[src/rtl/lockstep_pkg.sv]
////////////////////////////////////////////////////////////////////////////
// Constants and types shared by the lockstep checker and its sum core.
// Bus and core signal groups, the read codeword view and the masks of
// the 39/32 inverted SECDED code. Import with lockstep_pkg::*.
////////////////////////////////////////////////////////////////////////////

`default_nettype none

package lockstep_pkg;

  // Shadow core lag, plus one cycle for its output register
  localparam int unsigned LOCKSTEP_OFFSET = 2;
  localparam int unsigned OUTPUTS_OFFSET  = LOCKSTEP_OFFSET + 1;
  localparam int unsigned OFFSET_W        = (LOCKSTEP_OFFSET > 1) ? $clog2(LOCKSTEP_OFFSET) : 1;

  localparam int unsigned DATA_W = 32;
  localparam int unsigned INTG_W = 7;
  localparam int unsigned CODE_W = DATA_W + INTG_W;

  localparam logic [DATA_W-1:0] BASE_ADDR = 32'h0000_1000;
  localparam logic [DATA_W-1:0] ADDR_STEP = 32'd4;

  // Check bit k is the parity of the data bits in mask k
  localparam logic [INTG_W-1:0][DATA_W-1:0] SECDED_MASKS = {
    32'h9850_5586,
    32'h2DCC_624C,
    32'hC2C1_323B,
    32'h3123_4ED1,
    32'h413D_89AA,
    32'hDEBA_8050,
    32'h2606_BD25
  };

  // Inverted code so that all-zero words are not valid
  localparam logic [INTG_W-1:0] SECDED_INV = 7'h2A;

  typedef struct packed {
    logic              fetch_enable;
    logic              ack;
    logic [DATA_W-1:0] rdata;
  } core_in_t;

  typedef struct packed {
    logic              req;
    logic              busy;
    logic [DATA_W-1:0] addr;
    logic [DATA_W-1:0] sum;
  } core_out_t;

  typedef struct packed {
    logic [INTG_W-1:0] intg;
    logic [DATA_W-1:0] data;
  } bus_code_t;

  // Raw view feeds the syndrome, field view is for building the word
  typedef union packed {
    logic [CODE_W-1:0] raw;
    bus_code_t         fields;
  } bus_code_u;

  typedef enum logic [1:0] {
    CORE_IDLE,
    CORE_REQ,
    CORE_ACK_LOW
  } core_state_e;

endpackage

`default_nettype wire

[src/rtl/lockstep_reset_seq.sv]
////////////////////////////////////////////////////////////////////////////
// Reset sequencer for the shadow core. Releases the shadow reset
// LOCKSTEP_OFFSET cycles after the main reset and enables the output
// comparison one cycle later.
////////////////////////////////////////////////////////////////////////////

`timescale 1ns/10ps
`default_nettype none

module lockstep_reset_seq import lockstep_pkg::*; (
  input  logic clk_i,
  input  logic rst_ni,
  output logic shadow_rst_no,
  output logic cmp_en_o
);

  logic [OFFSET_W-1:0] cnt_d;
  logic [OFFSET_W-1:0] cnt_q;
  logic                release_d;
  logic                release_q;
  logic                cmp_en_q;

  // Counter saturates at the last count
  assign release_d = (cnt_q == OFFSET_W'(LOCKSTEP_OFFSET - 1));
  assign cnt_d     = release_d ? cnt_q : cnt_q + OFFSET_W'(1);

  always_ff @(posedge clk_i or negedge rst_ni) begin
    if (!rst_ni) begin
      cnt_q     <= '0;
      release_q <= 1'b0;
      cmp_en_q  <= 1'b0;
    end else begin
      cnt_q     <= cnt_d;
      release_q <= release_d;
      cmp_en_q  <= release_q;
    end
  end

  assign shadow_rst_no = release_q;
  assign cmp_en_o      = cmp_en_q;

endmodule

`default_nettype wire

[src/rtl/lockstep_delay_line.sv]
////////////////////////////////////////////////////////////////////////////
// Fixed delay for a packed vector. A value on data_i shows on first_o
// after one clock edge and on last_o after Depth edges.
////////////////////////////////////////////////////////////////////////////

`timescale 1ns/10ps
`default_nettype none

module lockstep_delay_line #(
  parameter int unsigned Width = 1,
  parameter int unsigned Depth = 2
) (
  input  logic             clk_i,
  input  logic             rst_ni,
  input  logic [Width-1:0] data_i,
  output logic [Width-1:0] first_o,
  output logic [Width-1:0] last_o
);

  logic [Depth-1:0][Width-1:0] stage_q;

  always_ff @(posedge clk_i or negedge rst_ni) begin
    if (!rst_ni) begin
      stage_q <= '0;
    end else begin
      stage_q[0] <= data_i;
      for (int unsigned i = 1; i < Depth; i++) begin
        stage_q[i] <= stage_q[i-1];
      end
    end
  end

  // Stage 0 is one cycle old, the top stage Depth cycles old
  assign first_o = stage_q[0];
  assign last_o  = stage_q[Depth-1];

endmodule

`default_nettype wire

[src/rtl/secded_39_32_chk.sv]
////////////////////////////////////////////////////////////////////////////
// Integrity check of read data with the 39/32 inverted SECDED code.
// Detection only. bus_i is already one cycle old, so the check bits are
// registered here to line up with it. err_o flags bad accepted words.
////////////////////////////////////////////////////////////////////////////

`timescale 1ns/10ps
`default_nettype none

module secded_39_32_chk import lockstep_pkg::*; (
  input  logic              clk_i,
  input  logic              rst_ni,
  input  core_in_t          bus_i,
  input  logic [INTG_W-1:0] intg_i,
  output logic              err_o
);

  logic [INTG_W-1:0] intg_q;
  bus_code_u         code;
  logic [INTG_W-1:0] syndrome;

  always_ff @(posedge clk_i or negedge rst_ni) begin
    if (!rst_ni) begin
      intg_q <= '0;
    end else begin
      intg_q <= intg_i;
    end
  end

  always_comb begin
    code.fields.intg = intg_q;
    code.fields.data = bus_i.rdata;
  end

  ////////////////////////////////////////////////////////////////////////////
  // Syndrome
  ////////////////////////////////////////////////////////////////////////////

  // Each syndrome bit covers its data mask plus its own check bit
  always_comb begin
    for (int unsigned k = 0; k < INTG_W; k++) begin
      syndrome[k] = ^(code.raw & {INTG_W'(1) << k, SECDED_MASKS[k]}) ^ SECDED_INV[k];
    end
  end

  // Only words taken with ack count
  assign err_o = bus_i.ack & (|syndrome);

endmodule

`default_nettype wire

[src/rtl/sum_core.sv]
////////////////////////////////////////////////////////////////////////////
// Small bus reader under lockstep protection. Reads words over a
// four-phase req/ack bus from BASE_ADDR upward and keeps a running sum.
// One copy runs outside the checker, a second one inside as shadow.
////////////////////////////////////////////////////////////////////////////

`timescale 1ns/10ps
`default_nettype none

module sum_core import lockstep_pkg::*; (
  input  logic      clk_i,
  input  logic      rst_ni,
  input  core_in_t  core_i,
  output core_out_t core_o
);

  core_state_e state_d;
  core_state_e state_q;
  core_out_t   out_d;
  core_out_t   out_q;

  ////////////////////////////////////////////////////////////////////////////
  // Four-phase FSM
  ////////////////////////////////////////////////////////////////////////////

  always_comb begin
    state_d = state_q;
    out_d   = out_q;
    case (state_q)
      CORE_IDLE: begin
        if (core_i.fetch_enable) begin
          out_d.req  = 1'b1;
          out_d.busy = 1'b1;
          state_d    = CORE_REQ;
        end
      end
      CORE_REQ: begin
        // Hold req and addr until ack arrives
        if (core_i.ack) begin
          out_d.req = 1'b0;
          out_d.sum = out_q.sum + core_i.rdata;
          state_d   = CORE_ACK_LOW;
        end
      end
      CORE_ACK_LOW: begin
        if (!core_i.ack) begin
          out_d.addr = out_q.addr + ADDR_STEP;
          if (core_i.fetch_enable) begin
            out_d.req = 1'b1;
            state_d   = CORE_REQ;
          end else begin
            out_d.busy = 1'b0;
            state_d    = CORE_IDLE;
          end
        end
      end
      default: begin
        state_d = CORE_IDLE;
      end
    endcase
  end

  always_ff @(posedge clk_i or negedge rst_ni) begin
    if (!rst_ni) begin
      state_q    <= CORE_IDLE;
      out_q.req  <= 1'b0;
      out_q.busy <= 1'b0;
      out_q.addr <= BASE_ADDR;
      out_q.sum  <= '0;
    end else begin
      state_q <= state_d;
      out_q   <= out_d;
    end
  end

  assign core_o = out_q;

endmodule

`default_nettype wire

[src/rtl/lockstep_compare.sv]
////////////////////////////////////////////////////////////////////////////
// Output comparison. Registers the shadow core outputs, compares them
// with the delayed main core outputs and merges in integrity errors.
////////////////////////////////////////////////////////////////////////////

`timescale 1ns/10ps
`default_nettype none

module lockstep_compare import lockstep_pkg::*; (
  input  logic      clk_i,
  input  logic      rst_ni,
  input  logic      cmp_en_i,
  input  core_out_t shadow_out_i,
  input  core_out_t main_out_i,
  input  logic      intg_err_i,
  output logic      alert_major_o
);

  core_out_t shadow_q;
  logic      mismatch;

  always_ff @(posedge clk_i or negedge rst_ni) begin
    if (!rst_ni) begin
      shadow_q <= '0;
    end else begin
      shadow_q <= shadow_out_i;
    end
  end

  // Copies only count once the shadow core is out of reset
  assign mismatch = cmp_en_i & (shadow_q != main_out_i);

  assign alert_major_o = mismatch | intg_err_i;

endmodule

`default_nettype wire

[src/rtl/lockstep_top.sv]
////////////////////////////////////////////////////////////////////////////
// Lockstep checker for sum_core. Takes the main core's bus inputs and
// outputs, runs a delayed shadow copy, compares both copies and checks
// read data integrity. Any fault raises alert_major_o.
////////////////////////////////////////////////////////////////////////////

`timescale 1ns/10ps
`default_nettype none

module lockstep_top import lockstep_pkg::*; (
  input  logic              clk_i,
  input  logic              rst_ni,
  input  core_in_t          main_in_i,
  input  logic [INTG_W-1:0] rdata_intg_i,
  input  core_out_t         main_out_i,
  output logic              alert_major_o
);

  logic      shadow_rst_n;
  logic      cmp_en;
  logic      intg_err;
  core_in_t  in_first;
  core_in_t  in_last;
  core_out_t main_out_dly;
  core_out_t shadow_out;

  lockstep_reset_seq u_reset_seq (
    .clk_i         (clk_i),
    .rst_ni        (rst_ni),
    .shadow_rst_no (shadow_rst_n),
    .cmp_en_o      (cmp_en)
  );

  // Bus inputs for the shadow core and the checker
  lockstep_delay_line #(
    .Width ($bits(core_in_t)),
    .Depth (LOCKSTEP_OFFSET)
  ) u_in_delay (
    .clk_i   (clk_i),
    .rst_ni  (rst_ni),
    .data_i  (main_in_i),
    .first_o (in_first),
    .last_o  (in_last)
  );

  // Main outputs, lined up with the registered shadow outputs
  lockstep_delay_line #(
    .Width ($bits(core_out_t)),
    .Depth (OUTPUTS_OFFSET)
  ) u_out_delay (
    .clk_i   (clk_i),
    .rst_ni  (rst_ni),
    .data_i  (main_out_i),
    .first_o (),
    .last_o  (main_out_dly)
  );

  sum_core u_shadow_core (
    .clk_i  (clk_i),
    .rst_ni (shadow_rst_n),
    .core_i (in_last),
    .core_o (shadow_out)
  );

  secded_39_32_chk u_intg_chk (
    .clk_i  (clk_i),
    .rst_ni (rst_ni),
    .bus_i  (in_first),
    .intg_i (rdata_intg_i),
    .err_o  (intg_err)
  );

  lockstep_compare u_compare (
    .clk_i         (clk_i),
    .rst_ni        (rst_ni),
    .cmp_en_i      (cmp_en),
    .shadow_out_i  (shadow_out),
    .main_out_i    (main_out_dly),
    .intg_err_i    (intg_err),
    .alert_major_o (alert_major_o)
  );

endmodule

`default_nettype wire

[config.mk]
export PLATFORM = sky130hd
export DESIGN_NAME = lockstep_top
export DESIGN_NICKNAME = d
export VERILOG_FILES = /design/src/rtl/lockstep_pkg.sv /design/src/rtl/lockstep_reset_seq.sv /design/src/rtl/lockstep_delay_line.sv /design/src/rtl/secded_39_32_chk.sv /design/src/rtl/sum_core.sv /design/src/rtl/lockstep_compare.sv /design/src/rtl/lockstep_top.sv
export SDC_FILE = /design/constraint.sdc
export NUM_CORES = 1
export LEC_CHECK = 0
export BUFFER_PORTS_ARGS = -buffer_cell sky130_fd_sc_hd__buf_2
export CORE_MARGIN = 3
export CORE_UTILIZATION = 50
export CTS_BUF_LIST = sky130_fd_sc_hd__clkbuf_8
export DETAILED_ROUTE_END_ITERATION = 10
export PLACE_DENSITY = 0.7
export SLEW_MARGIN = 5
export SYNTH_ARGS = -nofsm -noshare
export SYNTH_HDL_FRONTEND = slang
export SYNTH_SLANG_ARGS = --single-unit
[constraint.sdc]
create_clock -name clk_i -period 4.5 [get_ports clk_i]
set_input_delay 0 -clock clk_i [delete_from_list [all_inputs] [get_ports clk_i]]
set_output_delay 0 -clock clk_i [all_outputs]
set_load 0.01 [all_outputs]
==> results of run 1 <==
power groups by stage:
| stage | Sequential [mW] | Clock [mW] | Combinational, mW |
|---|---|---|---|
| after floorplan | 4.37 | 0 | 1.33 |
| after global placement | 4.53 | 0 | 1.70 |
| after detailed placement | 4.54 | 0 | 1.72 |
| after CTS | 4.48 | 3.34 | 1.80 |
| after global routing | 4.52 | 3.51 | 2.04 |
| final | 4.48 | 3.25 | 1.81 |
cell usage in the layout, fill, tap and decap left out, drive strengths merged, types with 3 or more instances in the layout:
cell | Yosys | final
dfrtp | 405 | 405
xnor2 | 119 | 119
buf | 5 | 112
dlygate4sd3 | 0 | 108
clkbuf | 6 | 83
nand2 | 68 | 68
xor2 | 54 | 54
inv | 29 | 50
o21ai | 42 | 42
a21oi | 36 | 36
ha | 32 | 32
nor2 | 26 | 26
nand4 | 20 | 20
and3 | 13 | 13
nand3 | 11 | 11
nor2b | 9 | 9
clkinv | 0 | 9
nor4 | 7 | 7
a21o | 7 | 7
nor3 | 7 | 7
o22ai | 6 | 6
a31oi | 6 | 6
o2bb2ai | 5 | 5
nor3b | 5 | 5
o21a | 4 | 4
o21bai | 4 | 4
a211oi | 4 | 4
a31o | 3 | 3
bufinv | 0 | 3
a2111oi | 3 | 3
or2 | 3 | 3
and2 | 3 | 3
metrics by stage:
| step | worst slack, ps | cell area, um2 |
|---|---|---|
| floorplan | 1630 | 14100 |
| global placement | 1490 | 15100 |
| detailed placement | 1400 | 15100 |
| CTS | 1250 | 17600 |
| global route | 1140 | 17600 |
| finish | 1220 | 17600 |
cell type report:
cell class,count,area (um2)
Tap cell,372,465
Clock buffer,83,1140
Fill cell,2033,9760
Sequential cell,406,10200
Inverter,29,109
Clock inverter,35,246
Timing Repair Buffer,220,1680
Multi-Input combinational cell,526,3750
sequential cells by signal, summed over array words and instances (netlist names):
register / cells
u_compare.shadow_q: 64
u_in_delay.first_o: 34
u_in_delay.last_o: 34
u_intg_chk.intg_q: 7
u_out_delay.first_o: 66
u_out_delay.last_o: 66
u_out_delay.stage_q: 66
u_reset_seq.cmp_en_o: 1
u_reset_seq.cnt_q: 1
u_reset_seq.shadow_rst_no: 1
u_shadow_core.core_o: 64
u_shadow_core.state_q: 2
routing by layer:
layer  up-vias  GRT usage [%]  wire [um]  part of all wire (%)
li1       3841              -          -                     -
met1      3990           25.6      12100                    43
met2       208           32.9      14600                    51
met3        42           4.01       1320                   4.6
met4         0           6.53        486                   1.7
met5         -              0          0                     0
worst paths after layout:
path                       slack (ps)                      start                  endpoint
min reg2reg                       260  u_reset_seq.shadow_rst_no  u_shadow_core.core_o[64]
min                                70             main_out_i[56]   u_out_delay.first_o[56]
max                              1220     u_in_delay.first_o[27]             alert_major_o
min in group asynchronous         160                     rst_ni   u_out_delay.stage_q[88]
max reg2reg                      1400    u_shadow_core.core_o[0]  u_shadow_core.core_o[18]
max in group asynchronous        3170                     rst_ni     u_in_delay.first_o[4]
worst max-delay path, delay by kind of cell (launching register included):
family | cells | cell delay (ps)
AND/OR/NAND/NOR | 3 | 460
XOR/XNOR | 4 | 800
AO/OA/AOI/OAI | 1 | 800
flip-flops | 1 | 440
buffers and inverters | 1 | 210
cell families after synthesis:
family                   count (synthesis)  share of synthesized area (%)
flip-flops                             406                           72.2
AND/OR/NAND/NOR                        183                           6.81
XOR/XNOR                               173                           10.8
other                                    1                         0.0266
adder cells (fa/ha/maj)                 33                           2.99
AO/OA/AOI/OAI                          134                           5.92
multiplexers                             2                          0.160
buffers and inverters                   40                           1.12
==> impl_results.md, run 1 <==
- Routed len/inst: 17.1 um
- Clk buf depth: 3
- WS Path Type: flip-flop to primary output
- Post-synthesis cell area: 14,100 um2
- Worst VDD drop: 0.000313 V
- CP max-delay cell: o41ai_1
- Area leader, netlist: dfrtp_1
- Setup TNS: 0 ps
- Status: complete, no violations
- Fmax: 305 MHz
- Antenna viol nets, final: 0
- GRT Util Overall: 19.6%
- Drt via density: 4.84
- Final Non-Filler Cells: 1,671
- Initial antenna violation count: 0
- Dpl hpwl: 18.2 mm
- Initial core utilization: 51.5%
- Final period util: 72.9%
- Share of total power in combinational logic: 19.0%
- FF+latch count, synth: 406
- Area delta synth->final: 24.8%
- Synth top area share: 72.0%
- RSZ-0062 raised after global routing: no
- Share of post-route cells with drive strength above 1: 17.8%
- Final total power: 9.53 mW
- Inserted Diodes: 0
- GR Overflow Total: 0
- Yosys cell types: 64
- CTS Buf Count: 66
- Switching part of the total power: 28.7%
- Routed via count: 8,081
- Final number of max-transition violations: 0
- Most common cell in the synthesized netlist: dfrtp_1
- First DRT Iteration DRCs: 475
- Final WL: 28.5 mm
- Hold-fix buffers at CTS: 108
- CTS tree: yes
- Synth Flop Type: dfrtp_1
- Commonest cells in the netlist: dfrtp_1 (405), xnor2_1 (119), nand2_1 (67)
- # Max-Cap Violations: 0
- DR pass1 iterations: 5
- Clk slew on worst S/H paths: 60 ps
- Post-synth ARST share: 100%
- Port Buf Inserts: 109
- Warnings, synthesis: 0
- First-pass GRT wire length: 46.1 mm
- Gate Count Post-Synth: 972
- Psw: 2.74 mW
- Final setup vio count: 0
- Dpl cells: 1,445
- Largest net degree at the start of global routing: 135
- Die X: 174 um
- Leak pwr: 8.12 nW
- H-tree depth: 3
- CTS root buf: clkbuf_8
- Setup crit start kind: flip-flop
- Top post-synthesis cells by area: dfrtp_1 (72%), xnor2_1 (7.4%), xor2_1 (3.4%)
- Worst-path maximum fanout: 3
- DIE AREA: 30,200 um2
- Worst Tran Pin Value: 1000 ps
- Fin Hold WS: 71.7 ps
- Die height: 174 um
- Worst slew margin: 33.3%
- CP Data Required Time: 4500 ps
- Clk pwr share: 34.1%
- HP Class: input port to flip-flop
- Final hold violations: 0
- CP Capture Type: primary output
- Clk_skew: 20.0 ps
- Number of setup buffers added after CTS: 0
- Vias in the first global route: 8,740
- Post-CTS sizing: 0
- Row count: 60
- EDFF count, synth: 0
- Register area share after synthesis: 72.2%
- WP data arrival: 3280 ps
- Final design utilization: 64.3%
- Ports: 110
- Pwr dens: 543 nW/um2
- Tmin final: 3280 ps
- Worst-path cell chain: xnor2_1 -> xnor2_1 -> xnor2_1 -> xnor2_1 -> nand3_1 -> nor2b_1 -> o41ai_1 -> nand2_1 -> buf_2
- Routability congestion estimate: 0.914
- Reg2reg path depth: 11
- Register share of total power: 47.0%
- Nets: 1,391
- Net Count, Synth: 1,114
- Int Pwr: 6.80 mW
- Critical Path Max Stage Delay: 800 ps
- Min-Delay Path Depth: 2
- Avg Cell Area, Syn: 14.5 um2
- Core area: 27,300 um2
- DR DRC count: 0
- Most used cell along the critical path: xnor2_1
- Worst-Skew Late Latency: 570 ps
- Sink Count: 406
(Power assumes the default switching activity.)
==> run 2, diff against run 1 <==
Clock period 4.5 ns to 3.3 ns, I/O delays scaled along.
==> impl_results.md, run 2 (synthesis gave the netlist of run 1 again) <==
- Routability congestion estimate: 0.932
- Worst slew margin: 30.9%
- Worst-path cell chain: ha_1 -> fa_1 -> a21o_1 -> a21oi_2 -> o21ai_0 -> and3_1 -> a21o_1 -> a311oi_1 -> o41ai_1 -> xor2_1 -> mux2_2
- Leak pwr: 8.06 nW
- Area delta synth->final: 24.1%
- DIE AREA: 30,200 um2
- WP data arrival: 3540 ps
- Initial core utilization: 51.5%
- # Max-Cap Violations: 0
- R2R Setup Slk: 230 ps
- Routed via count: 8,062
- Worst r2r src: u_shadow_core.core_o[0]
- Core area: 27,300 um2
- Pwr dens: 721 nW/um2
- Worst VDD drop: 0.000476 V
- Clk buf depth: 3
- Final setup vio count: 0
- WS Path Type: flip-flop to flip-flop
- Fill cells: 2,020
- Drt via density: 4.84
- Sink Count: 406
- Final WL: 28.2 mm
- RSZ-0062 raised after global routing: no
- Worst Tran Pin Value: 1040 ps
- Most used cell along the critical path: a21o_1
- Vias in the first global route: 8,756
- Routed len/inst: 16.9 um
- GR Overflow Total: 0
- Commonest non-fill, non-tap cell in the layout: dfrtp_1
- Share of post-route cells with drive strength above 1: 17.1%
- Reg2reg path depth: 11
- WP buf/inv: 0
- Row count: 60
- Sequential cell area: 10,200 um2
- R2r endpoint: u_shadow_core.core_o[18]
- Antenna viol nets, final: 0
- DR DRC count: 0
- Initial antenna violation count: 0
- Clk_skew: 20.2 ps
- Inserted Diodes: 0
- Fin Hold WS: 16.6 ps
- Final hold violations: 0
- Tmin final: 3070 ps
- Clk slew on worst S/H paths: 60 ps
- Setup TNS: 0 ps
- HP Class: input port to async pin
- Worst-path maximum fanout: 5
- Most frequent cells in the layout: dfrtp_1 (404), xnor2_1 (119), dlygate4sd3_1 (109)
- Setup crit start kind: flip-flop
- CTS tree: yes
- Nets: 1,389
- Multi-input logic area: 3760 um2
- Port Buf Inserts: 109
- First-pass GRT wire length: 46.1 mm
- Number of setup buffers added after CTS: 0
- Status: complete, no violations
- Largest net degree at the start of global routing: 97
- Dpl hpwl: 18.4 mm
- Fmax: 326 MHz
- Worst-Skew Late Latency: 590 ps
- CP Capture Type: flip-flop
- Die X: 174 um
- Die height: 174 um
- Ports: 110
- CP Data Required Time: 3770 ps
- First DRT Iteration DRCs: 363
- CP max-delay cell: fa_1
- CTS root buf: clkbuf_8
- Cell family with most CP delay: compound AO/OA/AOI/OAI gates
- H-tree depth: 2
- CTS Buf Count: 61
- DR pass1 iterations: 4
- Final period util: 93.0%
- GRT Util Overall: 19.4%
- Final number of max-transition violations: 0
- Final total power: 12.6 mW
- Critical Path Max Stage Delay: 410 ps
-- run 2: cell count changes in the layout (fill, tap and decap cells not counted), sizes merged --
cell / before / now
bufinv: 3 / 2
clkinv: 9 / 7
buf: 112 / 114
clkbuf: 83 / 75
clkinvlp: 2 / 3
dlygate4sd3: 108 / 109
-- run 2: how the worst max path moves through the flow --
stage	from	cells after the start	to	slack, ps
finish	u_shadow_core.core_o[0]	11	u_shadow_core.core_o[18]	230
global route	u_shadow_core.core_o[0]	11	u_shadow_core.core_o[18]	50
CTS	u_shadow_core.core_o[0]	11	u_shadow_core.core_o[18]	170
detailed placement	u_shadow_core.core_o[0]	11	u_shadow_core.core_o[18]	210
global placement	u_shadow_core.core_o[0]	11	u_shadow_core.core_o[18]	280
floorplan	u_shadow_core.core_o[0]	12	u_shadow_core.core_o[18]	430
-- run 2: repair_timing --
action | 4_1_cts | 5_1_grt
hold buffers | 109 | 0
endpoints found under the hold margin | 447 | 0
setup endpoints to repair | 0 | 1
gates resized for setup | 0 | 1
-- run 2: per-stage QoR --
stage | setup slack (ps) | instance area, um2 | utilization (%) | instances
after floorplan | 433 | 14100 | - | 972
after global placement | 276 | 15100 | 55.4 | 1447
after detailed placement | 212 | 15100 | 55.4 | 1447
after CTS | 169 | 17500 | 63.9 | 1664
after global routing | 51.7 | 17500 | 63.9 | 1664
final | 233 | 17500 | 63.9 | 1664
-- run 2: layout make-up --
type                       count  share of cell area (%)
sequential                   406                    58.2
tap                          372                    2.67
inverter                      29                   0.624
multi-input combinational    526                    21.5
clock buffer                  75                    5.91
clock inverter                33                    1.13
timing repair buffer         223                    9.93
-- run 2: layer usage --
metal	track usage, %	wire (um)	part of all wire (%)
met5	0	0	0
met4	6.43	742	2.6
met3	3.68	1300	4.6
met2	32.9	14200	50
met1	25.4	12000	42
-- run 2: power by group --
group | leakage, nW | switching (mW) | internal (mW)
clock network | 0.707 | 1.81 | 2.20
logic | 2.46 | 1.31 | 1.16
registers | 4.89 | 0.513 | 5.60
total | 8.06 | 3.63 | 8.95
